## src/character_pkg.sv

```systemverilog
// ----------------------------------------
// shared constants and types for the character
// map geometry, physics limits, charge bands
// movement state enum and value types
// ----------------------------------------
package character_pkg;

    // 11-bit signed value for position, velocity and steps
    typedef logic signed [10:0] phys_t;

    typedef logic [6:0] charge_t;            // charge counter
    typedef logic [2:0] jump_factor_t;       // 1 to 4
    typedef logic signed [1:0] face_t;       // +1 left, -1 right

    typedef enum logic [2:0] {
        ST_IDLE,
        ST_WALK_LEFT,
        ST_WALK_RIGHT,
        ST_CHARGE,
        ST_JUMP
    } move_state_t;

    // ----------------------------------------
    // map geometry
    // ----------------------------------------
    localparam int MAP_X_OFFSET = 270;
    localparam int MAP_Y_OFFSET = 50;
    localparam int MAP_SIZE     = 100;
    localparam int WALL_WIDTH   = 10;
    localparam int CHAR_SIZE    = 32;

    // clamp bounds of the character corner
    localparam phys_t X_MIN = phys_t'(MAP_X_OFFSET + WALL_WIDTH);
    localparam phys_t X_MAX = phys_t'(MAP_X_OFFSET + MAP_SIZE - WALL_WIDTH - CHAR_SIZE);
    localparam phys_t Y_MIN = phys_t'(MAP_Y_OFFSET + WALL_WIDTH);
    localparam phys_t Y_MAX = phys_t'(MAP_Y_OFFSET + MAP_SIZE - WALL_WIDTH - CHAR_SIZE);

    localparam phys_t INIT_X = phys_t'(MAP_X_OFFSET + (MAP_SIZE - CHAR_SIZE) / 2);
    localparam phys_t INIT_Y = phys_t'(MAP_Y_OFFSET + (MAP_SIZE - CHAR_SIZE) / 2);

    // ----------------------------------------
    // physics
    // ----------------------------------------
    // keeps one step shorter than wall plus body, so no tunnelling
    localparam phys_t MAX_VEL = phys_t'(WALL_WIDTH + CHAR_SIZE - 2);
    localparam phys_t GRAVITY = -11'sd1;

    // x grows toward the left in this map
    localparam phys_t WALK_LEFT_STEP  = 11'sd1;
    localparam phys_t WALK_RIGHT_STEP = -11'sd1;

    localparam phys_t JUMP_VEL_X = 11'sd4;
    localparam phys_t JUMP_VEL_Y = 11'sd8;

    localparam face_t FACE_LEFT  = 2'sb01;
    localparam face_t FACE_RIGHT = 2'sb11;

    // charge counter and the four jump bands
    localparam charge_t MAX_CHARGE    = 7'd100;
    localparam charge_t CHARGE_STEP   = 7'd10;
    localparam charge_t CHARGE_INIT   = 7'd1;
    localparam charge_t CHARGE_BAND_1 = charge_t'(MAX_CHARGE / 4);
    localparam charge_t CHARGE_BAND_2 = charge_t'(MAX_CHARGE / 2);
    localparam charge_t CHARGE_BAND_3 = charge_t'((3 * int'(MAX_CHARGE)) / 4);

endpackage
```

## src/character_ifs.sv

```systemverilog
// ----------------------------------------
// cmd_if     button commands to the FSM
// motion_if  FSM state to the physics step
// ----------------------------------------
`timescale 1ns/1ps

interface cmd_if;
    logic left_pending;
    logic right_pending;
    logic jump_pending;
    logic jump_held;    // registered jump button level
    logic take;         // one-cycle pulse that clears all pending flags

    modport sampler (
        output left_pending, right_pending, jump_pending, jump_held,
        input  take
    );

    modport fsm (
        input  left_pending, right_pending, jump_pending, jump_held,
        output take
    );
endinterface

interface motion_if;
    import character_pkg::*;

    move_state_t  state;
    jump_factor_t jump_factor;
    face_t        face;
    logic         on_ground;
    logic         side_bounce;

    modport fsm (
        output state, jump_factor, face,
        input  on_ground, side_bounce
    );

    modport physics (
        input  state, jump_factor, face,
        output on_ground, side_bounce
    );
endinterface

```

## src/character_top.sv

```systemverilog
// ----------------------------------------
// character top level
// sampler, movement FSM and physics step
// ----------------------------------------
`timescale 1ns/1ps

module character_top (
    input  logic                 character_clk,
    input  logic                 sys_rst_n,
    input  logic                 left_btn,
    input  logic                 right_btn,
    input  logic                 jump_btn,
    output character_pkg::phys_t pos_x,
    output character_pkg::phys_t pos_y,
    output character_pkg::phys_t vel_x,
    output character_pkg::phys_t vel_y,
    output character_pkg::face_t face,
    output logic                 on_ground,
    output logic                 charging
);
    import character_pkg::*;

    cmd_if    cmd ();
    motion_if motion ();

    button_sampler u_sampler (
        .character_clk (character_clk),
        .sys_rst_n     (sys_rst_n),
        .left_btn      (left_btn),
        .right_btn     (right_btn),
        .jump_btn      (jump_btn),
        .cmd           (cmd.sampler)
    );

    jump_fsm u_fsm (
        .character_clk (character_clk),
        .sys_rst_n     (sys_rst_n),
        .cmd           (cmd.fsm),
        .motion        (motion.fsm)
    );

    character_physics u_physics (
        .character_clk (character_clk),
        .sys_rst_n     (sys_rst_n),
        .motion        (motion.physics),
        .pos_x         (pos_x),
        .pos_y         (pos_y),
        .vel_x         (vel_x),
        .vel_y         (vel_y)
    );

    assign face      = motion.face;
    assign on_ground = motion.on_ground;
    assign charging  = (motion.state == ST_CHARGE);

endmodule

```

## src/character_physics.sv

```systemverilog
// ----------------------------------------
// contact detect against the interior limits
// velocity update with saturation
// position update with clamping
// ----------------------------------------
`timescale 1ns/1ps

module character_physics (
    input  logic                 character_clk,
    input  logic                 sys_rst_n,
    motion_if.physics            motion,
    output character_pkg::phys_t pos_x,
    output character_pkg::phys_t pos_y,
    output character_pkg::phys_t vel_x,
    output character_pkg::phys_t vel_y
);
    import character_pkg::*;

    logic  on_ground;
    logic  landing;
    logic  ceiling_hit;
    logic  side_bounce;
    phys_t factor_s;                         // jump factor as signed
    phys_t face_s;
    phys_t vx_hit, vy_hit;                   // after contact response
    phys_t imp_x, imp_y;
    phys_t grav_y;
    phys_t vx_new, vy_new;
    phys_t step_x;
    phys_t pos_x_new, pos_y_new;

    // limit a value to lo..hi
    function automatic phys_t clamp(input phys_t v, input phys_t lo, input phys_t hi);
        phys_t r;
        if (v < lo) begin
            r = lo;
        end else if (v > hi) begin
            r = hi;
        end else begin
            r = v;
        end
        return r;
    endfunction

    // ----------------------------------------
    // contacts
    // ----------------------------------------
    // clamp keeps the body out of the walls, so equality is enough
    assign on_ground   = (pos_y == Y_MIN);
    assign landing     = on_ground && (vel_y < 0);
    assign ceiling_hit = (pos_y == Y_MAX) && (vel_y > 0);
    assign side_bounce = ((pos_x == X_MAX) && (vel_x > 0)) ||
                         ((pos_x == X_MIN) && (vel_x < 0));

    always_comb begin
        if (landing) begin
            vx_hit = '0;                     // landing stops both axes
        end else if (side_bounce) begin
            vx_hit = -vel_x;
        end else begin
            vx_hit = vel_x;
        end

        if (landing) begin
            vy_hit = '0;
        end else if (ceiling_hit) begin
            vy_hit = -vel_y;
        end else begin
            vy_hit = vel_y;
        end
    end

    // ----------------------------------------
    // impulse, gravity, saturation
    // ----------------------------------------
    assign factor_s = phys_t'(motion.jump_factor);
    assign face_s   = phys_t'(motion.face);

    always_comb begin
        if (motion.state == ST_JUMP) begin
            imp_x = JUMP_VEL_X * factor_s * face_s;
            imp_y = JUMP_VEL_Y * factor_s;
        end else begin
            imp_x = '0;
            imp_y = '0;
        end
    end

    assign grav_y = on_ground ? phys_t'(0) : GRAVITY;

    assign vx_new = clamp(vx_hit + imp_x, -MAX_VEL, MAX_VEL);
    assign vy_new = clamp(vy_hit + imp_y + grav_y, -MAX_VEL, MAX_VEL);

    // ----------------------------------------
    // position
    // ----------------------------------------
    always_comb begin
        case (motion.state)
            ST_WALK_LEFT:  step_x = WALK_LEFT_STEP;
            ST_WALK_RIGHT: step_x = WALK_RIGHT_STEP;
            default:       step_x = '0;
        endcase
    end

    assign pos_x_new = clamp(pos_x + step_x + vx_new, X_MIN, X_MAX);
    assign pos_y_new = clamp(pos_y + vy_new, Y_MIN, Y_MAX);

    always_ff @(posedge character_clk or negedge sys_rst_n) begin
        if (!sys_rst_n) begin
            vel_x <= '0;
            vel_y <= '0;
            pos_x <= INIT_X;
            pos_y <= INIT_Y;
        end else begin
            vel_x <= vx_new;
            vel_y <= vy_new;
            pos_x <= pos_x_new;
            pos_y <= pos_y_new;
        end
    end

    assign motion.on_ground   = on_ground;
    assign motion.side_bounce = side_bounce;

endmodule

```

## src/jump_fsm.sv

```systemverilog
// ----------------------------------------
// movement FSM with charge counter
// jump factor bands and facing direction
// ----------------------------------------
`timescale 1ns/1ps

module jump_fsm (
    input  logic  character_clk,
    input  logic  sys_rst_n,
    cmd_if.fsm    cmd,
    motion_if.fsm motion
);
    import character_pkg::*;

    move_state_t  state;
    move_state_t  state_next;
    charge_t      charge;
    jump_factor_t jump_factor;
    face_t        face;
    logic         take;
    logic         charge_done;

    // release or full charge ends the charge
    assign charge_done = (charge >= MAX_CHARGE) || !cmd.jump_held;

    // ----------------------------------------
    // next state and command take
    // ----------------------------------------
    always_comb begin
        state_next = ST_IDLE;
        take       = 1'b0;
        case (state)
            ST_IDLE, ST_WALK_LEFT, ST_WALK_RIGHT: begin
                // commands only accepted on the ground
                if (motion.on_ground) begin
                    if (cmd.left_pending) begin
                        state_next = ST_WALK_LEFT;
                        take       = 1'b1;
                    end else if (cmd.right_pending) begin
                        state_next = ST_WALK_RIGHT;
                        take       = 1'b1;
                    end else if (cmd.jump_pending) begin
                        state_next = ST_CHARGE;
                        take       = 1'b1;
                    end
                end
            end
            ST_CHARGE: begin
                state_next = charge_done ? ST_JUMP : ST_CHARGE;
            end
            default: begin
                state_next = ST_IDLE;        // jump is a single cycle
            end
        endcase
    end

    always_ff @(posedge character_clk or negedge sys_rst_n) begin
        if (!sys_rst_n) begin
            state <= ST_IDLE;
        end else begin
            state <= state_next;
        end
    end

    // ----------------------------------------
    // charge and jump strength
    // ----------------------------------------
    always_ff @(posedge character_clk or negedge sys_rst_n) begin
        if (!sys_rst_n) begin
            charge <= CHARGE_INIT;
        end else if (state == ST_CHARGE) begin
            charge <= charge + CHARGE_STEP;
        end else if (state == ST_JUMP) begin
            charge <= CHARGE_INIT;           // ready for the next charge
        end
    end

    always_comb begin
        if (charge <= CHARGE_BAND_1) begin
            jump_factor = 3'd1;
        end else if (charge <= CHARGE_BAND_2) begin
            jump_factor = 3'd2;
        end else if (charge <= CHARGE_BAND_3) begin
            jump_factor = 3'd3;
        end else begin
            jump_factor = 3'd4;
        end
    end

    // wall bounce turns the character around
    always_ff @(posedge character_clk or negedge sys_rst_n) begin
        if (!sys_rst_n) begin
            face <= FACE_LEFT;
        end else if (motion.side_bounce) begin
            face <= -face;
        end else if (state == ST_WALK_LEFT) begin
            face <= FACE_LEFT;
        end else if (state == ST_WALK_RIGHT) begin
            face <= FACE_RIGHT;
        end
    end

    assign cmd.take           = take;
    assign motion.state       = state;
    assign motion.jump_factor = jump_factor;
    assign motion.face        = face;

endmodule

```

## src/button_sampler.sv

```systemverilog
// ----------------------------------------
// button sampling and rising edge detect
// one-deep pending command latch
// ----------------------------------------
`timescale 1ns/1ps

module button_sampler (
    input  logic   character_clk,
    input  logic   sys_rst_n,
    input  logic   left_btn,
    input  logic   right_btn,
    input  logic   jump_btn,
    cmd_if.sampler cmd
);

    logic left_d, right_d, jump_d;           // previous samples
    logic left_rise, right_rise, jump_rise;
    logic left_pend, right_pend, jump_pend;

    always_ff @(posedge character_clk or negedge sys_rst_n) begin
        if (!sys_rst_n) begin
            left_d  <= 1'b0;
            right_d <= 1'b0;
            jump_d  <= 1'b0;
        end else begin
            left_d  <= left_btn;
            right_d <= right_btn;
            jump_d  <= jump_btn;
        end
    end

    // high now, low at the previous edge
    assign left_rise  = left_btn & ~left_d;
    assign right_rise = right_btn & ~right_d;
    assign jump_rise  = jump_btn & ~jump_d;

    // ----------------------------------------
    // pending flags
    // ----------------------------------------
    // only one flag set per edge, left first
    always_ff @(posedge character_clk or negedge sys_rst_n) begin
        if (!sys_rst_n) begin
            left_pend  <= 1'b0;
            right_pend <= 1'b0;
            jump_pend  <= 1'b0;
        end else if (cmd.take) begin
            left_pend  <= 1'b0;              // take clears all three
            right_pend <= 1'b0;
            jump_pend  <= 1'b0;
        end else if (left_rise) begin
            left_pend  <= 1'b1;
        end else if (right_rise) begin
            right_pend <= 1'b1;
        end else if (jump_rise) begin
            jump_pend  <= 1'b1;
        end
    end

    assign cmd.left_pending  = left_pend;
    assign cmd.right_pending = right_pend;
    assign cmd.jump_pending  = jump_pend;
    assign cmd.jump_held     = jump_d;

endmodule

```

## config.mk

```make
export PLATFORM = sky130hd
export DESIGN_NAME = character_top
export DESIGN_NICKNAME = d
export VERILOG_FILES = /design/src/character_pkg.sv /design/src/character_ifs.sv /design/src/character_top.sv /design/src/character_physics.sv /design/src/jump_fsm.sv /design/src/button_sampler.sv
export SDC_FILE = /design/constraint.sdc
export NUM_CORES = 1
export LEC_CHECK = 0
export ABC_AREA = 0
export BUFFER_PORTS_ARGS = -buffer_cell sky130_fd_sc_hd__buf_2
export CORE_MARGIN = 3
export CORE_UTILIZATION = 58
export DETAILED_ROUTE_END_ITERATION = 8
export PLACE_DENSITY = 0.78
export SYNTH_ARGS = -nofsm -noshare
export SYNTH_HDL_FRONTEND = slang
export SYNTH_SLANG_ARGS = --single-unit
```

## constraint.sdc

```tcl
create_clock -name character_clk -period 22.5 [get_ports character_clk]
set_input_delay 4.5 -clock character_clk [delete_from_list [all_inputs] [get_ports character_clk]]
set_output_delay 4.5 -clock character_clk [all_outputs]
set_load 0.005 [all_outputs]
```

==> results of run 1 <==
==> through the flow <==
| stage | util [%] | area (um2) |
|---|---|---|
| floorplan | - | 5720 |
| global placement | 65.2 | 6110 |
| global route | 67.0 | 6280 |
| CTS | 67.0 | 6280 |
| finish | 67.0 | 6280 |
| detailed placement | 65.2 | 6110 |
==> critical path, delay by kind of cell (launching register included) <==
family | cells | cell delay [ns]
simple gates | 13 | 3.76
fa+ha+maj | 7 | 2.33
compound gates | 7 | 1.83
flops | 1 | 0.44
buf+inv | 3 | 0.27
xor+xnor | 1 | 0.14
==> worst min path at each step <==
| stage | depth (start not counted) | end | start |
|---|---|---|---|
| global placement | 1 | u_fsm.motion.state[1]$_DFF_PN0_ | u_sampler.cmd.left_pending$_DFFE_PN0P_ |
| detailed placement | 1 | u_fsm.motion.state[1]$_DFF_PN0_ | u_sampler.cmd.left_pending$_DFFE_PN0P_ |
| global route | 1 | u_fsm.motion.state[2]$_DFF_PN0_ | u_sampler.cmd.jump_held$_DFF_PN0_ |
| finish | 1 | u_fsm.motion.state[1]$_DFF_PN0_ | u_sampler.cmd.left_pending$_DFFE_PN0P_ |
| CTS | 1 | u_fsm.motion.state[1]$_DFF_PN0_ | u_sampler.cmd.left_pending$_DFFE_PN0P_ |
| floorplan | 1 | u_fsm.motion.state[2]$_DFF_PN0_ | u_sampler.cmd.jump_held$_DFF_PN0_ |
==> synth_stat cells (3+ instances only) <==
cell type	instances
a211oi_1	8
nor2b_1	8
dfrtp_1	54
nand2_1	31
buf_6	3
nor2_1	66
mux2i_1	5
o31ai_1	9
a21boi_1	4
nor4b_1	3
a2111oi_0	3
inv_1	56
nor3_1	15
a21o_1	9
ha_1	52
o211ai_1	3
nand4_1	7
and2_1	5
nand2b_1	4
o311ai_0	3
a31oi_1	8
or3_1	7
o21bai_1	6
nor3b_1	11
dfstp_2	8
o22ai_1	3
o21a_1	10
o21ai_0	27
or4_1	4
a21oi_1	37
xor2_1	18
xnor2_1	27
clkbuf_1	4
and3_1	4
fa_1	19
o31a_1	3
nand3_1	11
or2_2	8
==> layer usage <==
layer,up-vias,part of all wire [%]
met5,-,0
met4,0,2.8
met3,37,5.9
met2,150,49
met1,2369,42
li1,2382,-
==> cell families (layout without fill, tap and decap cells) <==
kind of cell / Yosys count / after routing / synth area share [%]
AND/OR/NAND/NOR: 212 / 212 / 20.7
AO/OA/AOI/OAI: 161 / 161 / 19.9
adder cells (fa/ha/maj): 71 / 71 / 18.1
buffers and inverters: 65 / 128 / 4.68
flip-flops: 62 / 62 / 27.4
XOR/XNOR: 47 / 47 / 7.69
multiplexers: 7 / 7 / 1.34
other: 2 / 8 / 0.132
==> sequential cells by signal, summed over array words and instances (netlist names) <==
name and cells:
u_sampler.cmd.right_pending 1, u_physics.vel_y 11, u_physics.pos_x 11, u_sampler.cmd.left_pending 1, u_physics.vel_x 11, u_sampler.left_d 1, u_sampler.cmd.jump_held 1, u_physics.pos_y 11
u_fsm.motion.state 3, u_sampler.cmd.jump_pending 1, u_fsm.motion.face 2, u_sampler.right_d 1, u_fsm.charge 7
==> final cells by class <==
cell class / instances / area (um2) / area share [%]
clock buffers: 12 / 145 / 2.31
flip-flops and latches: 62 / 1560 / 24.9
well taps: 129 / 161 / 2.57
inverters: 58 / 218 / 3.47
clock inverters: 4 / 25.0 / 0.399
repair buffers: 54 / 275 / 4.38
multi-input cells: 506 / 3890 / 62.0
==> out/results.tsv, run 1 <==
metric	value	unit
Seq/Total Area, Yosys	27.4	%
Critical-path top delay cell	nor4b_1	
CP max stage delay	0.69	ns
FF-to-FF setup slack	13.65	ns
Synth Warn #	0	
CP max FO	7	
vias in the first global route	5046	
Mean Syn Cell Area	9.09	um2
ANT cells	0	
# resized after CTS	0	
Total GRT Usage	26.0	%
crit path kind	reg2reg	
detailed placement HPWL	11.0	mm
critical path data required time	22.72	ns
# IOs	53	
initial antenna violation count	0	
first-pass GRT wire length	23.7	mm
WL/cell	16.7	um
worst rel slew slack	47.2	%
Die Wd	105	um
Post-synth EDFFs	0	
TritonCTS Sinks	62	
commonest cells after routing, fill and taps aside	66 x nor2_1, 56 x inv_1, 54 x dfrtp_1	
fin. max-slew vios	0	
period utilization	39.3	%
Max Buffers Root-to-Sink	2	
register bit total from synthesis	62	
number of CTS-inserted buffers	9	
H-tree levels	3	
fin nets	767	
Hold Path Class	reg2reg	
crit end category	flop	
Clk pin slew, worst setup/hold paths	0.08	ns
Syn-to-layout area delta	10.2	%
Fmax	0.113	GHz
routed via count	4938	
initial core utilization	60.8	%
worst slack at placement	13.86	ns
ranking of synthesized cells by area	dfrtp_1 24%, ha_1 11%, fa_1 6.7%	
DRC	0	
Worst Setup SP	u_fsm.charge[2]$_DFFE_PN0P_	
Post-CTS Setup Bufs	0	
cells after synthesis	627	
final setup violating endpoints	0	
crit path DAT	9.07	ns
Setup TNS	0	ns
initial DRC count	267	
Synth area leader	dfrtp_1	
detailed-route vias per instance	5.99	
GPL Wtd Cong	0.948	
Synth top area share	23.7	%
layout cells sized above 1	16.4	%
most common cell after layout, fill and taps aside	nor2_1	
hold_ws	0.480	ns
final antenna-violating net count	0	
CTS root buf	clkbuf_8	
Worst R2R Path Depth	31	
die area	0.0110	mm2
DRT Wirelength	13.8	mm
dpl cells	809	
# port buffers	52	
GRT Max-Usage Layer	met2	
Die Y	105	um
num rows	35	
first drt pass iteration count	5	
GR Overflow Total	0	
final cell count without fillers	825	
Fin. Hold Viols	0	
worst skew pair latency	0.34	ns
ys async rst share	100	%
CP most frequent cell	ha_1	
fill count	796	
Hold-fix buffers, CTS	0	
reg2reg end	u_physics.pos_x[3]$_DFF_PN0_	
grt met1 use	32.8	%
synth unique cells	84	
pin count of the biggest net entering global routing	63	
met2 Usage GRT	45.0	%
RSZ-0062 raised after global routing	no	
met3 Usage GRT	4.45	%
core area	0.00937	mm2
status	finished clean	
Final WS setup	13.65	ns
maxcap violations	0	
CTS tree	done	
CP Capture Point	u_physics.pos_x[3]$_DFF_PN0_	
Most used DFF post-synth	dfrtp_1	
Period minus WS final	8.85	ns
worst slew pin tran	0.791	ns
R2R Path Start	u_fsm.charge[2]$_DFFE_PN0P_	
synthesized area	0.00570	mm2
CP Launch Type	flop	
final setup skew	0.0123	ns
Power of run 1 is left out: the tool's default activity adds up to more than one toggle a clock period on the data nets, which glitch-free logic cannot reach.
==> inputs of run 2 (changes only) <==
--- a/config.mk
+++ b/config.mk
@@ -5,10 +5,10 @@
 export SDC_FILE = /design/constraint.sdc
 export NUM_CORES = 1
 export LEC_CHECK = 0
-export ABC_AREA = 0
+export ABC_AREA = 1
 export BUFFER_PORTS_ARGS = -buffer_cell sky130_fd_sc_hd__buf_2
 export CORE_MARGIN = 3
-export CORE_UTILIZATION = 58
+export CORE_UTILIZATION = 55
 export DETAILED_ROUTE_END_ITERATION = 8
 export PLACE_DENSITY = 0.78
 export SYNTH_ARGS = -nofsm -noshare
==> constraint.sdc (replaced) <==
create_clock -name character_clk -period 7.8 [get_ports character_clk]
set_input_delay 1.56 -clock character_clk [delete_from_list [all_inputs] [get_ports character_clk]]
set_output_delay 1.56 -clock character_clk [all_outputs]
set_load 0.005 [all_outputs]
==> run 2 against run 1 <==
  * Core utilization down 2.7 points
  * Clock skew up 0.0051 ns
  * Highest routed layer unchanged
  * Cell area up 0.96%
  * Hold slack better by 0.044 ns
  * Final cell count up 17%
  * Area after synthesis down 1.2%
  * Global-route usage down 1.2 points
  * Via count up 5.8%
  * Die area up 3.9%
  * Worst setup slack worse by 13 ns
==> out/results.tsv, run 2 <==
metric	value	unit
ANT cells	0	
Fmax	0.137	GHz
Post-synth top cells	161 x inv_1, 129 x nand2_1, 62 x nor2_1	
ranking of synthesized cells by area	dfrtp_1 24%, ha_1 12%, inv_1 11%	
vias in the first global route	5085	
routed via count	5223	
# IOs	53	
critical path data required time	8.03	ns
hold_ws	0.524	ns
Die Wd	107	um
Die Y	107	um
WL/cell	14.5	um
pin count of the biggest net entering global routing	63	
fin. max-slew vios	0	
DRT Wirelength	14.1	mm
maxcap violations	0	
most frequent cell after synthesis	inv_1	
Worst Path Buf+Inv	8	
worst slack at placement	0.113	ns
Critical-path top delay cell	fa_1	
GPL Wtd Cong	0.952	
Hold-fix buffers, CTS	0	
Syn-to-layout area delta	12.6	%
final setup violating endpoints	0	
initial core utilization	57.1	%
die area	0.0115	mm2
initial DRC count	292	
final setup skew	0.0174	ns
CP most frequent cell	inv_1	
synthesized area	0.00563	mm2
CP delay by family, top	adder cells	
ys async rst share	100	%
Synth area leader	dfrtp_1	
first-pass GRT wire length	22.8	mm
Total GRT Usage	24.8	%
core area	0.00986	mm2
Seq/Total Area, Yosys	27.7	%
crit end category	flop	
worst rel slew slack	43.0	%
period utilization	93.5	%
fin nets	907	
DRC	0	
status	finished clean	
Final WS setup	0.506	ns
detailed placement HPWL	10.9	mm
crit path DAT	7.53	ns
GR Overflow Total	0	
TritonCTS Sinks	62	
Hold Path Class	reg2reg	
CTS root buf	clkbuf_8	
CP max stage delay	0.53	ns
H-tree levels	3	
most common cell after layout, fill and taps aside	inv_1	
layout cells sized above 1	13.0	%
CTS tree	done	
synth unique cells	43	
commonest cells after routing, fill and taps aside	160 x inv_1, 127 x nand2_1, 62 x nor2_1	
CP max FO	6	
num rows	36	
detailed-route vias per instance	5.39	
register bit total from synthesis	62	
worst skew pair latency	0.35	ns
first drt pass iteration count	6	
Clk pin slew, worst setup/hold paths	0.08	ns
crit path kind	reg2reg	
Most used DFF post-synth	dfrtp_1	
Synth Warn #	0	
Max Buffers Root-to-Sink	2	
initial antenna violation count	0	
Post-synth EDFFs	0	
cells after synthesis	762	
CP Launch Type	flop	
number of CTS-inserted buffers	9	
Mean Syn Cell Area	7.39	um2
# port buffers	52	
worst slew pin tran	0.849	ns
final antenna-violating net count	0	
Fin. Hold Viols	0	
Synth top area share	24.0	%
Period minus WS final	7.29	ns
## run 2: cell count changes after synthesis, moves of 7 or more
cell | before | now
inv_1 | 56 | 161
nand2_1 | 31 | 129
nand3_1 | 11 | 47
a21oi_1 | 37 | 61
xnor2_1 | 27 | 3
o21ai_0 | 27 | 46
nor3_1 | 15 | 26
o21a_1 | 10 | 0
xor2_1 | 18 | 27
a21o_1 | 9 | 1
nor2b_1 | 8 | 0
nor3b_1 | 11 | 3
a211oi_1 | 8 | 1
or3_1 | 7 | 0
## run 2: cell type report
cell class	count	area [um2]
Fill cell	824	3530
Clock buffer	15	176
Clock inverter	1	5.00
Timing Repair Buffer	56	290
Inverter	164	617
Sequential cell	62	1560
Tap cell	133	166
Multi-Input combinational cell	538	3520
## run 2: path summary, 6_finish.rpt
kind / start / end / slack, ns / cells past startpoint
hold / removal: u_fsm.charge[6]$_DFFE_PN0P_ / u_fsm.charge[6]$_DFFE_PN0P_ / 0.52 / 1
max in group asynchronous: sys_rst_n / u_fsm.charge[1]$_DFFE_PN0P_ / 5.86 / 2
hold reg to reg: u_fsm.charge[6]$_DFFE_PN0P_ / u_fsm.charge[6]$_DFFE_PN0P_ / 0.52 / 1
setup reg to reg: u_fsm.charge[2]$_DFFE_PN0P_ / u_physics.pos_x[3]$_DFF_PN0_ / 0.51 / 41
setup / recovery: u_fsm.charge[2]$_DFFE_PN0P_ / u_physics.pos_x[3]$_DFF_PN0_ / 0.51 / 41
min in group asynchronous: sys_rst_n / u_fsm.charge[2]$_DFFE_PN0P_ / 1.39 / 2
## run 2: metrics by stage
stage,instances,utilization [%],area (um2),setup TNS (ns)
2_1_floorplan,768,-,5650,0
6_report,969,64.3,6340,0
3_5_place_dp,952,61.7,6090,0
4_1_cts,968,63.5,6270,0
5_1_grt,969,64.3,6340,-0.419
3_3_place_gp,952,61.7,6090,0
## run 2: metal layers
| layer | wire length, um | share of wire (%) | vias up | global-route usage [%] |
|---|---|---|---|---|
| met2 | 6870 | 49 | 164 | 41.2 |
| met5 | 0 | 0 | - | 0 |
| met1 | 6090 | 43 | 2432 | 32.2 |
| met3 | 760 | 5.4 | 31 | 3.91 |
| met4 | 349 | 2.5 | 0 | 10.5 |
| li1 | - | - | 2596 | - |
## run 2: cell families (layout without fill, tap and decap cells)
kind of cell / Yosys count / in the layout / share of synthesized area (%)
other: 2 / 8 / 0.133
AOI/OAI and AO/OA: 136 / 136 / 13.6
xor gates and xnor gates: 33 / 33 / 6.13
DFF: 62 / 62 / 27.7
adders and majority gates: 71 / 71 / 18.3
and+or+nand+nor: 290 / 290 / 22.8
buffers and inverters: 168 / 236 / 11.2
## run 2: what timing repair did
item / in CTS / in global routing
buffers inserted: 0 / 1
setup endpoints to repair: 0 / 7
gates resized for setup: 0 / 19
Power of run 2 is left out for the same reason.
